File: src/verilog/lce_pkg.sv
// LCE command handler definitions
package lce_pkg;

  // cache and system geometry
  localparam int paddr_width  = 32;
  localparam int sets         = 64;
  localparam int assoc        = 8;
  localparam int block_width  = 128;
  localparam int lce_id_width = 4;
  localparam int num_cce      = 2;

  // address split and counter width
  localparam int offset_width = $clog2(block_width / 8);
  localparam int index_width  = $clog2(sets);
  localparam int way_width    = $clog2(assoc);
  localparam int tag_width    = paddr_width - index_width - offset_width;
  localparam int cnt_width    = index_width + 1;

  typedef enum logic [2:0] {
    e_coh_i, e_coh_s, e_coh_e, e_coh_m, e_coh_o, e_coh_f
  } coh_state_e;

  // commands from the directory
  typedef enum logic [3:0] {
    e_cmd_sync, e_cmd_inv, e_cmd_st, e_cmd_data, e_cmd_wb, e_cmd_uc_st_done
  } cmd_type_e;

  // responses back to the directory
  typedef enum logic [3:0] {
    e_resp_sync_ack, e_resp_inv_ack, e_resp_coh_ack, e_resp_null_wb, e_resp_wb
  } resp_type_e;

  typedef enum logic [1:0] {
    e_tag_set_clear, e_tag_set_state, e_tag_set_tag
  } tag_op_e;

  typedef enum logic [1:0] {
    e_stat_set_clear, e_stat_read, e_stat_clear_dirty
  } stat_op_e;

  typedef enum logic {
    e_data_write, e_data_read
  } data_op_e;

  // one message-type field, seen as a command or as a response
  typedef union packed {
    cmd_type_e  cmd;
    resp_type_e resp;
  } msg_type_u;

  typedef struct packed {
    msg_type_u                msg_type;
    logic [paddr_width-1:0]   addr;
    logic [lce_id_width-1:0]  src_id;
    logic [way_width-1:0]     way_id;
    coh_state_e               state;
    logic [block_width-1:0]   data;
  } lce_cmd_msg_s;

  typedef struct packed {
    msg_type_u                msg_type;
    logic [paddr_width-1:0]   addr;
    logic [lce_id_width-1:0]  src_id;
    logic [lce_id_width-1:0]  dst_id;
    logic [block_width-1:0]   data;
  } lce_resp_msg_s;

  // cache memory packets
  typedef struct packed {
    tag_op_e                  opcode;
    logic [index_width-1:0]   index;
    logic [way_width-1:0]     way_id;
    coh_state_e               state;
    logic [tag_width-1:0]     tag;
  } tag_mem_pkt_s;

  typedef struct packed {
    stat_op_e                 opcode;
    logic [index_width-1:0]   index;
    logic [way_width-1:0]     way_id;
  } stat_mem_pkt_s;

  typedef struct packed {
    data_op_e                 opcode;
    logic [index_width-1:0]   index;
    logic [way_width-1:0]     way_id;
    logic [block_width-1:0]   data;
  } data_mem_pkt_s;

  // dirty bit per way of the set that was read
  typedef struct packed {
    logic [assoc-1:0] dirty;
  } stat_info_s;

endpackage

File: src/verilog/lce_read_buffer.sv
// Memory read return buffer
module lce_read_buffer #(
  parameter int width = 8
) (
  input  logic             clk_i,
  input  logic             reset_i,
  input  logic             read_i,
  input  logic [width-1:0] mem_i,
  output logic [width-1:0] buf_o,
  output logic             buf_v_o
);

  logic read_r;

  // read data shows up one cycle after the read is accepted
  always_ff @(posedge clk_i) begin
    if (reset_i) begin
      read_r  <= 1'b0;
      buf_v_o <= 1'b0;
    end else begin
      read_r <= read_i;
      // a newer read wins over the capture of an older one
      if (read_i) begin
        buf_v_o <= 1'b0;
      end else if (read_r) begin
        buf_v_o <= 1'b1;
      end
    end
  end

  always_ff @(posedge clk_i) begin
    if (read_r) begin
      buf_o <= mem_i;
    end
  end

endmodule

File: src/verilog/lce_init_sync.sv
// Clear walk and sync counter
module lce_init_sync (
  input  logic                         clk_i,
  input  logic                         reset_i,
  input  logic                         clear_step_i,
  input  logic                         sync_step_i,
  output logic [lce_pkg::cnt_width-1:0] count_o,
  output logic                         clear_last_o,
  output logic                         sync_last_o,
  output logic                         ready_o,
  output logic                         sync_done_o
);

  import lce_pkg::*;

  logic walk_done;
  logic sync_end;

  assign clear_last_o = (count_o == cnt_width'(sets - 1));
  assign sync_last_o  = (count_o == cnt_width'(num_cce - 1));

  assign walk_done = clear_step_i & clear_last_o;
  assign sync_end  = sync_step_i & sync_last_o;

  // one counter holds the set index of the walk and then the sync count
  always_ff @(posedge clk_i) begin
    if (reset_i) begin
      count_o <= '0;
    end else if (walk_done || sync_end) begin
      count_o <= '0;
    end else if (clear_step_i || sync_step_i) begin
      count_o <= count_o + 1'b1;
    end
  end

  // both flags stay set until the next reset
  always_ff @(posedge clk_i) begin
    if (reset_i) begin
      ready_o     <= 1'b0;
      sync_done_o <= 1'b0;
    end else begin
      if (walk_done) begin
        ready_o <= 1'b1;
      end
      if (sync_end) begin
        sync_done_o <= 1'b1;
      end
    end
  end

endmodule

File: src/verilog/lce_cmd_fsm.sv
// LCE command sequencer
module lce_cmd_fsm (
  input  logic                           clk_i,
  input  logic                           reset_i,
  input  logic [lce_pkg::lce_id_width-1:0] lce_id_i,

  output lce_pkg::tag_mem_pkt_s          tag_mem_pkt_o,
  output logic                           tag_mem_pkt_v_o,
  input  logic                           tag_mem_pkt_yumi_i,
  output lce_pkg::stat_mem_pkt_s         stat_mem_pkt_o,
  output logic                           stat_mem_pkt_v_o,
  input  logic                           stat_mem_pkt_yumi_i,
  output lce_pkg::data_mem_pkt_s         data_mem_pkt_o,
  output logic                           data_mem_pkt_v_o,
  input  logic                           data_mem_pkt_yumi_i,

  input  lce_pkg::lce_cmd_msg_s          lce_cmd_i,
  input  logic                           lce_cmd_v_i,
  output logic                           lce_cmd_yumi_o,
  output lce_pkg::lce_resp_msg_s         lce_resp_o,
  output logic                           lce_resp_v_o,
  input  logic                           lce_resp_ready_i,

  output logic                           cache_req_complete_o,
  output logic                           uc_store_req_complete_o,

  output logic                           clear_step_o,
  output logic                           sync_step_o,
  input  logic [lce_pkg::cnt_width-1:0]  count_i,
  input  logic                           clear_last_i,
  input  logic                           sync_last_i,
  input  logic                           ready_i,

  output logic                           stat_read_o,
  output logic                           data_read_o,
  input  lce_pkg::stat_info_s            stat_buf_i,
  input  logic                           stat_buf_v_i,
  input  logic [lce_pkg::block_width-1:0] data_buf_i,
  input  logic                           data_buf_v_i
);

  import lce_pkg::*;

  typedef enum logic [2:0] {
    e_reset, e_clear, e_ready, e_coh_ack, e_wb, e_wb_dirty_rd, e_wb_dirty_send
  } state_e;

  state_e state_r, state_n;

  logic [index_width-1:0] cmd_index;
  logic [tag_width-1:0]   cmd_tag;
  logic [way_width-1:0]   cmd_way;
  logic                   resp_send;
  logic                   line_dirty;

  assign cmd_index  = lce_cmd_i.addr[offset_width +: index_width];
  assign cmd_tag    = lce_cmd_i.addr[paddr_width-1 -: tag_width];
  assign cmd_way    = lce_cmd_i.way_id;
  assign line_dirty = stat_buf_i.dirty[cmd_way];

  // the response only goes out while the directory side is ready
  assign lce_resp_v_o = resp_send & lce_resp_ready_i;

  always_comb begin
    state_n = state_r;
    tag_mem_pkt_o = '0;
    tag_mem_pkt_v_o = 1'b0;
    stat_mem_pkt_o = '0;
    stat_mem_pkt_v_o = 1'b0;
    data_mem_pkt_o = '0;
    data_mem_pkt_v_o = 1'b0;
    lce_cmd_yumi_o = 1'b0;
    resp_send = 1'b0;
    cache_req_complete_o = 1'b0;
    uc_store_req_complete_o = 1'b0;
    clear_step_o = 1'b0;
    sync_step_o = 1'b0;
    stat_read_o = 1'b0;
    data_read_o = 1'b0;

    // every response answers the command at the head of the queue
    lce_resp_o = '0;
    lce_resp_o.addr = lce_cmd_i.addr;
    lce_resp_o.src_id = lce_id_i;
    lce_resp_o.dst_id = lce_cmd_i.src_id;

    tag_mem_pkt_o.index = cmd_index;
    tag_mem_pkt_o.way_id = cmd_way;
    stat_mem_pkt_o.index = cmd_index;
    stat_mem_pkt_o.way_id = cmd_way;
    data_mem_pkt_o.index = cmd_index;
    data_mem_pkt_o.way_id = cmd_way;

    unique case (state_r)
      e_reset: begin
        // leave reset with the shared counter at rest
        if (!clear_last_i && !sync_last_i) begin
          state_n = e_clear;
        end
      end

      // invalidate every set before taking commands
      e_clear: begin
        tag_mem_pkt_o = '0;
        tag_mem_pkt_o.opcode = e_tag_set_clear;
        tag_mem_pkt_o.index = count_i[index_width-1:0];
        tag_mem_pkt_o.state = e_coh_i;
        tag_mem_pkt_v_o = 1'b1;
        stat_mem_pkt_o = '0;
        stat_mem_pkt_o.opcode = e_stat_set_clear;
        stat_mem_pkt_o.index = count_i[index_width-1:0];
        stat_mem_pkt_v_o = 1'b1;
        clear_step_o = tag_mem_pkt_yumi_i & stat_mem_pkt_yumi_i;
        if (clear_step_o && clear_last_i) begin
          state_n = e_ready;
        end
      end

      e_ready: begin
        if (lce_cmd_v_i && ready_i) begin
          unique case (lce_cmd_i.msg_type.cmd)
            e_cmd_sync: begin
              lce_resp_o.msg_type.resp = e_resp_sync_ack;
              resp_send = 1'b1;
              lce_cmd_yumi_o = lce_resp_v_o;
              sync_step_o = lce_resp_v_o;
            end
            e_cmd_inv: begin
              tag_mem_pkt_o.opcode = e_tag_set_state;
              tag_mem_pkt_o.state = e_coh_i;
              tag_mem_pkt_v_o = 1'b1;
              lce_resp_o.msg_type.resp = e_resp_inv_ack;
              resp_send = tag_mem_pkt_yumi_i;
              lce_cmd_yumi_o = lce_resp_v_o;
            end
            e_cmd_st: begin
              tag_mem_pkt_o.opcode = e_tag_set_state;
              tag_mem_pkt_o.state = lce_cmd_i.state;
              tag_mem_pkt_v_o = 1'b1;
              lce_cmd_yumi_o = tag_mem_pkt_yumi_i;
            end
            e_cmd_data: begin
              tag_mem_pkt_o.opcode = e_tag_set_tag;
              tag_mem_pkt_o.state = lce_cmd_i.state;
              tag_mem_pkt_o.tag = cmd_tag;
              tag_mem_pkt_v_o = 1'b1;
              data_mem_pkt_o.opcode = e_data_write;
              data_mem_pkt_o.data = lce_cmd_i.data;
              data_mem_pkt_v_o = 1'b1;
              // rewriting the same tag and block is harmless, so retry until both land
              if (tag_mem_pkt_yumi_i && data_mem_pkt_yumi_i) begin
                state_n = e_coh_ack;
              end
            end
            e_cmd_wb: begin
              stat_mem_pkt_o.opcode = e_stat_read;
              stat_mem_pkt_v_o = 1'b1;
              stat_read_o = stat_mem_pkt_yumi_i;
              if (stat_mem_pkt_yumi_i) begin
                state_n = e_wb;
              end
            end
            e_cmd_uc_st_done: begin
              lce_cmd_yumi_o = 1'b1;
              uc_store_req_complete_o = 1'b1;
            end
            // drop an unknown opcode so the queue keeps moving
            default: begin
              lce_cmd_yumi_o = 1'b1;
            end
          endcase
        end
      end

      e_coh_ack: begin
        lce_resp_o.msg_type.resp = e_resp_coh_ack;
        resp_send = 1'b1;
        lce_cmd_yumi_o = lce_resp_v_o;
        cache_req_complete_o = lce_resp_v_o;
        if (lce_resp_v_o) begin
          state_n = e_ready;
        end
      end

      // wait for the dirty bit, then answer or go fetch the block
      e_wb: begin
        lce_resp_o.msg_type.resp = e_resp_null_wb;
        resp_send = stat_buf_v_i & ~line_dirty;
        lce_cmd_yumi_o = lce_resp_v_o;
        if (stat_buf_v_i && line_dirty) begin
          state_n = e_wb_dirty_rd;
        end else if (lce_resp_v_o) begin
          state_n = e_ready;
        end
      end

      e_wb_dirty_rd: begin
        data_mem_pkt_o.opcode = e_data_read;
        data_mem_pkt_v_o = 1'b1;
        stat_mem_pkt_o.opcode = e_stat_clear_dirty;
        stat_mem_pkt_v_o = 1'b1;
        data_read_o = data_mem_pkt_yumi_i;
        if (data_mem_pkt_yumi_i && stat_mem_pkt_yumi_i) begin
          state_n = e_wb_dirty_send;
        end
      end

      e_wb_dirty_send: begin
        lce_resp_o.msg_type.resp = e_resp_wb;
        lce_resp_o.data = data_buf_i;
        resp_send = data_buf_v_i;
        lce_cmd_yumi_o = lce_resp_v_o;
        if (lce_resp_v_o) begin
          state_n = e_ready;
        end
      end

      default: begin
        state_n = e_reset;
      end
    endcase
  end

  always_ff @(posedge clk_i) begin
    if (reset_i) begin
      state_r <= e_reset;
    end else begin
      state_r <= state_n;
    end
  end

endmodule

File: src/verilog/lce_cmd.sv
// LCE command handler top
module lce_cmd (
  input  logic                            clk_i,
  input  logic                            reset_i,
  input  logic [lce_pkg::lce_id_width-1:0] lce_id_i,
  output logic                            ready_o,
  output logic                            sync_done_o,

  output lce_pkg::tag_mem_pkt_s           tag_mem_pkt_o,
  output logic                            tag_mem_pkt_v_o,
  input  logic                            tag_mem_pkt_yumi_i,
  output lce_pkg::stat_mem_pkt_s          stat_mem_pkt_o,
  output logic                            stat_mem_pkt_v_o,
  input  logic                            stat_mem_pkt_yumi_i,
  input  lce_pkg::stat_info_s             stat_mem_i,
  output lce_pkg::data_mem_pkt_s          data_mem_pkt_o,
  output logic                            data_mem_pkt_v_o,
  input  logic                            data_mem_pkt_yumi_i,
  input  logic [lce_pkg::block_width-1:0] data_mem_i,

  output logic                            cache_req_complete_o,
  output logic                            uc_store_req_complete_o,

  input  lce_pkg::lce_cmd_msg_s           lce_cmd_i,
  input  logic                            lce_cmd_v_i,
  output logic                            lce_cmd_yumi_o,
  output lce_pkg::lce_resp_msg_s          lce_resp_o,
  output logic                            lce_resp_v_o,
  input  logic                            lce_resp_ready_i
);

  import lce_pkg::*;

  logic                   clear_step;
  logic                   sync_step;
  logic [cnt_width-1:0]   count;
  logic                   clear_last;
  logic                   sync_last;
  logic                   stat_read;
  logic                   data_read;
  stat_info_s             stat_buf;
  logic                   stat_buf_v;
  logic [block_width-1:0] data_buf;
  logic                   data_buf_v;

  lce_cmd_fsm i_fsm (
    .clk_i, .reset_i, .lce_id_i,
    .tag_mem_pkt_o, .tag_mem_pkt_v_o, .tag_mem_pkt_yumi_i,
    .stat_mem_pkt_o, .stat_mem_pkt_v_o, .stat_mem_pkt_yumi_i,
    .data_mem_pkt_o, .data_mem_pkt_v_o, .data_mem_pkt_yumi_i,
    .lce_cmd_i, .lce_cmd_v_i, .lce_cmd_yumi_o,
    .lce_resp_o, .lce_resp_v_o, .lce_resp_ready_i,
    .cache_req_complete_o, .uc_store_req_complete_o,
    .clear_step_o(clear_step), .sync_step_o(sync_step),
    .count_i(count), .clear_last_i(clear_last), .sync_last_i(sync_last),
    .ready_i(ready_o),
    .stat_read_o(stat_read), .data_read_o(data_read),
    .stat_buf_i(stat_buf), .stat_buf_v_i(stat_buf_v),
    .data_buf_i(data_buf), .data_buf_v_i(data_buf_v)
  );

  lce_init_sync i_init_sync (
    .clk_i, .reset_i,
    .clear_step_i(clear_step), .sync_step_i(sync_step),
    .count_o(count), .clear_last_o(clear_last), .sync_last_o(sync_last),
    .ready_o, .sync_done_o
  );

  // dirty bits of the set read for a writeback
  lce_read_buffer #(.width(assoc)) i_stat_buf (
    .clk_i, .reset_i, .read_i(stat_read), .mem_i(stat_mem_i),
    .buf_o(stat_buf), .buf_v_o(stat_buf_v)
  );

  lce_read_buffer #(.width(block_width)) i_data_buf (
    .clk_i, .reset_i, .read_i(data_read), .mem_i(data_mem_i),
    .buf_o(data_buf), .buf_v_o(data_buf_v)
  );

endmodule

File: config.mk
export PLATFORM = sky130hd
export DESIGN_NAME = lce_cmd
export DESIGN_NICKNAME = d
export VERILOG_FILES = /design/src/verilog/lce_pkg.sv /design/src/verilog/lce_read_buffer.sv /design/src/verilog/lce_init_sync.sv /design/src/verilog/lce_cmd_fsm.sv /design/src/verilog/lce_cmd.sv
export SDC_FILE = /design/constraint.sdc
export NUM_CORES = 1
export LEC_CHECK = 0
export ABC_AREA = 1
export CORE_AREA = 2 2 269 271
export DETAILED_ROUTE_END_ITERATION = 8
export DIE_AREA = 0 0 271 273
export DONT_BUFFER_PORTS = 1
export GPL_TIMING_DRIVEN = 0
export PLACE_DENSITY_LB_ADDON = 0.08
export SYNTH_ARGS = -nofsm -noshare
export SYNTH_HDL_FRONTEND = slang
export SYNTH_SLANG_ARGS = --single-unit
File: constraint.sdc
create_clock -name clk_i -period 4.09 [get_ports clk_i]
set_clock_uncertainty 0.1 [all_clocks]
set_input_delay 0.409 -clock clk_i [delete_from_list [all_inputs] [get_ports clk_i]]
set_output_delay 0.409 -clock clk_i [all_outputs]
set_load 0.02 [all_outputs]
==> summary.md <==
| Metric | Value |
|---|---|
| Detailed Route Iter0 Violations | `230` |
| Pwr/cell area | `353 nW/um^2` |
| EDFF count, synth | `between 100 and 150` |
| Largest net degree at the start of global routing | `47` |
| Maximum VDD drop | `between 0.3 and 0.4 mV` |
| H-tree Lvls | `4` |
| Critical path cell sequence | `nand2_1, nor2_4, nand2_1, clkbuf_1, buf_2, nor2_1` |
| Switch Pwr | `1.26 mW` |
| Post-Synth Adder-Cell Area | `0.307%` |
| Mapped Cells | `1,015` |
| Die area | `74,000 sq um` |
| First-pass GRT wire length | `56.5 mm` |
| Crit path largest cell delay | `between 0.8 and 0.9 ns` |
| CTS tree | `yes` |
| Flop pwr share | `a little over two fifths` |
| Total Routing Usage GR | `11.2%` |
| Register area | `4410 sq um` |
| Pre-CTS WS | `approximately 0.5 ns` |
| Clk Latency, worst-skew pair | `approximately 0.47 ns` |
| Async SR Flop Fraction | `0%` |
| Fin worst setup slack | `0.281 ns` |
| Initial antenna violation count | `7` |
| Vias in the first global route | `slightly above 7,000` |
| Max-Cap Viols | `0` |
| Synth unique cells | `34` |
| CP arrival | `around 3.3 ns` |
| Pre-Repair DR Iteration Count | `4` |
| Gate power share | `~16%` |
| Finished layout cell area | `about 11,000 sq um` |
| Synth top cells by count | `inv_1, nor2_1, edfxtp_1` |
| Compound-Gate Fraction of Synth Area | `2.64%` |
| Status | `finished clean` |
| Internal Power | `~2.8 mW` |
| Starting Density | `approximately 11%` |
| Final Wtd Congestion | `around 0.84` |
| Slew Limit Fails | `0` |
| Count leader, synth | `inv_1` |
| # fillers | `between 8,000 and 9,000` |
| DP Wirelength | `~36 mm` |
| Top cell type's share of synthesized area | `50.1%` |
| Core Rows | `approximately 100` |
| Max-Slew Margin vs Limit | `between 20 and 30%` |
| DRC viols | `0` |
| Sequential share of the synthesized area | `a little over half` |
| Longest Clk Path Bufs | `2` |
| Number of port buffers | `0` |
| Unrepaired setup endpoints after global routing | `false` |
| #FFs+latches synth | `about 150` |
| Leakage | `about 5.3 nW` |
| Core footprint | `just over 70,000 sq um` |
| Wirelength per Cell | `20.0 um` |
| Largest cells by area after synthesis | `edfxtp_1, inv_1, nor2_1` |
| Post-CTS sizing | `0` |
| Max Clk Rate | `0.263 GHz` |
| Via count | `between 6,000 and 7,000` |
| Most used cell, CP | `nand2_1` |
| Vias/cell | `3.15` |
| Clock transition at the registers of the reported paths | `about 0.080 ns` |
| Worst Max-Slew Pin Slew | `1.09 ns` |
| Mux cell area share after synthesis | `0%` |
| Die width | `~270 um` |
| GRT overflow | `0` |
| Ports | `about 690` |
| Final nets | `1,497` |
| Worst min-delay path class | `in2reg` |
| Root buf cell | `clkbuf_16` |
| Main flop type after synthesis | `edfxtp_1` |
| Setup Fix Bufs, Post-CTS | `0` |
| Xor and xnor area share after synthesis | `less than 1%` |
| Fraction of the mapped netlist area in simple logic gates | `20.4%` |
| Routed WL | `roughly 43 mm` |
| Crit path required time | `between 3 and 4 ns` |
| CTS buffer count | `17` |
| Fin. Hold Viols | `0` |
| Cell taking the most area after synthesis | `edfxtp_1` |
| CP max FO | `10` |
| CP endpoint kind | `output port` |
| Antenna viol nets, final | `0` |
| # clock sinks | `around 150` |
| Largest family of logic cells by synthesized area | `buffers and inverters` |
| CP Launch Type | `register` |
| Fraction of power spent switching nets | `between 30% and 40%` |
| Area of the multi-input gates | `just under 2000 sq um` |
| Crit path kind | `reg2out` |
| Worst path slowest cell | `nor2_1` |
| Die Y-Extent | `~270 um` |
| Period utilization | `93.1%` |
| Layout area overhead | `39.9%` |
| Ratio of cells with drive above 1 in the final layout | `between 10% and 20%` |
| Setup violations, final | `0` |
| Syn avg cell area | `8.04 sq um` |
| Syn Nets | `approximately 1,300` |
| Mapped cell area | `8160 sq um` |
| Fin crit period | `between 3 and 4 ns` |
| Clock share of power | `41.4%` |
| Placed cell areas | `approximately 9400 sq um` |
| Synthesis Warnings | `0` |
## final cells by class
type	count	share of cell area, %
diodes	3	0.0658
repair buffers	140	12.6
multi-input cells	446	17.3
well taps	950	10.4
clock buffers	17	3.73
plain buffers	92	5.09
flip-flops and latches	152	38.6
inverters	325	10.7
clock inverters	15	1.56
## cells by family after synthesis
kind of cell | Yosys count
DFF | 152
buffers and inverters | 417
xor gates and xnor gates | 5
adders and majority gates | 2
AOI/OAI and AO/OA | 35
other | 1
and+or+nand+nor | 403
## sequential cells by signal, indices dropped and copies added (netlist names), 3 cells and up
signal	flops
i_stat_buf.buf_o	8
i_fsm.state_r	3
i_init_sync.count_o	7
i_data_buf.buf_o	128
## worst max-delay path: cells and delay by family (launching register included)
kind / cells / cell delay (ns)
DFF: 1 / 0.49
buffers and inverters: 2 / 0.69
and+or+nand+nor: 4 / 1.63
## power groups by stage
stage / logic, mW / clock network [mW] / registers [mW]
after floorplan: 0.415 / 0 / 1.75
after global placement: 0.552 / 0 / 1.76
after detailed placement: 0.548 / 0 / 1.75
after CTS: 0.664 / 1.77 / 1.72
after global routing: 0.707 / 1.80 / 1.72
final: 0.642 / 1.67 / 1.72
## per-layer routing
metal | global-route usage, % | vias to the layer above | part of all wire (%)
met2 | 23.1 | 392 | 59
met3 | 4.34 | 43 | 8.5
met4 | 5.55 | 6 | 3.3
li1 | - | 3197 | -
met1 | 8.93 | 3104 | 29
met5 | 0 | - | 0.098
## timing repair
item / CTS / global route
hold endpoints to repair: 139 / 0
setup endpoints to repair: 0 / 0
hold buffers: 138 / 0
## stage by stage
| step | setup TNS (ns) | power [mW] | hold slack (ns) | utilization [%] | instances |
|---|---|---|---|---|---|
| floorplan | 0 | 2.17 | 0.368 | - | 1015 |
| global placement | -244.06 | 2.31 | 0.386 | 13.2 | 1965 |
| detailed placement | 0 | 2.30 | 0.387 | 13.3 | 1967 |
| CTS | 0 | 4.15 | 0.0153 | 16.1 | 2137 |
| global route | 0 | 4.23 | 0.0694 | 16.1 | 2140 |
| finish | 0 | 4.03 | 0.0713 | 16.1 | 2140 |
## placed cells by master (no fill, tap or decap), types with 2 or more instances in the layout
master,netlist,layout
nor3_1,3,3
dfxtp_1,16,15
xor2_1,5,5
o21ai_0,11,9
nand4_4,2,2
dlygate4sd3_1,0,138
a21oi_2,6,6
inv_8,0,4
inv_6,0,4
clkbuf_16,0,17
clkinv_8,0,5
buf_2,8,8
inv_2,7,7
nand3_2,2,2
buf_16,0,2
clkbuf_1,23,23
nand2_4,2,2
inv_1,318,318
a21oi_1,10,10
nand2_2,8,8
ha_1,2,2
nor2_1,300,300
buf_4,60,60
o211ai_1,2,2
nand2_1,50,50
nor2_2,2,2
o21bai_1,3,3
nand3_1,27,27
edfxtp_1,136,136
diode_2,0,3
o21ai_1,1,3
## final timing paths
kind | startpoint | endpoint | slack [ns] | cells past startpoint
setup / recovery | i_init_sync.ready_o$_SDFFE_PP0P_ | tag_mem_pkt_o[2] | 0.28 | 6
hold / removal | stat_mem_pkt_yumi_i | i_fsm.state_r[2]$_SDFFE_PP0P_ | 0.07 | 3
setup reg to reg | i_init_sync.ready_o$_SDFFE_PP0P_ | i_init_sync.count_o[6]$_SDFFE_PP0P_ | 1.83 | 11
hold reg to reg | i_fsm.state_r[0]$_SDFFE_PP0P_ | i_fsm.state_r[0]$_SDFFE_PP0P_ | 0.40 | 2
Power figures use the tool's default switching activity.
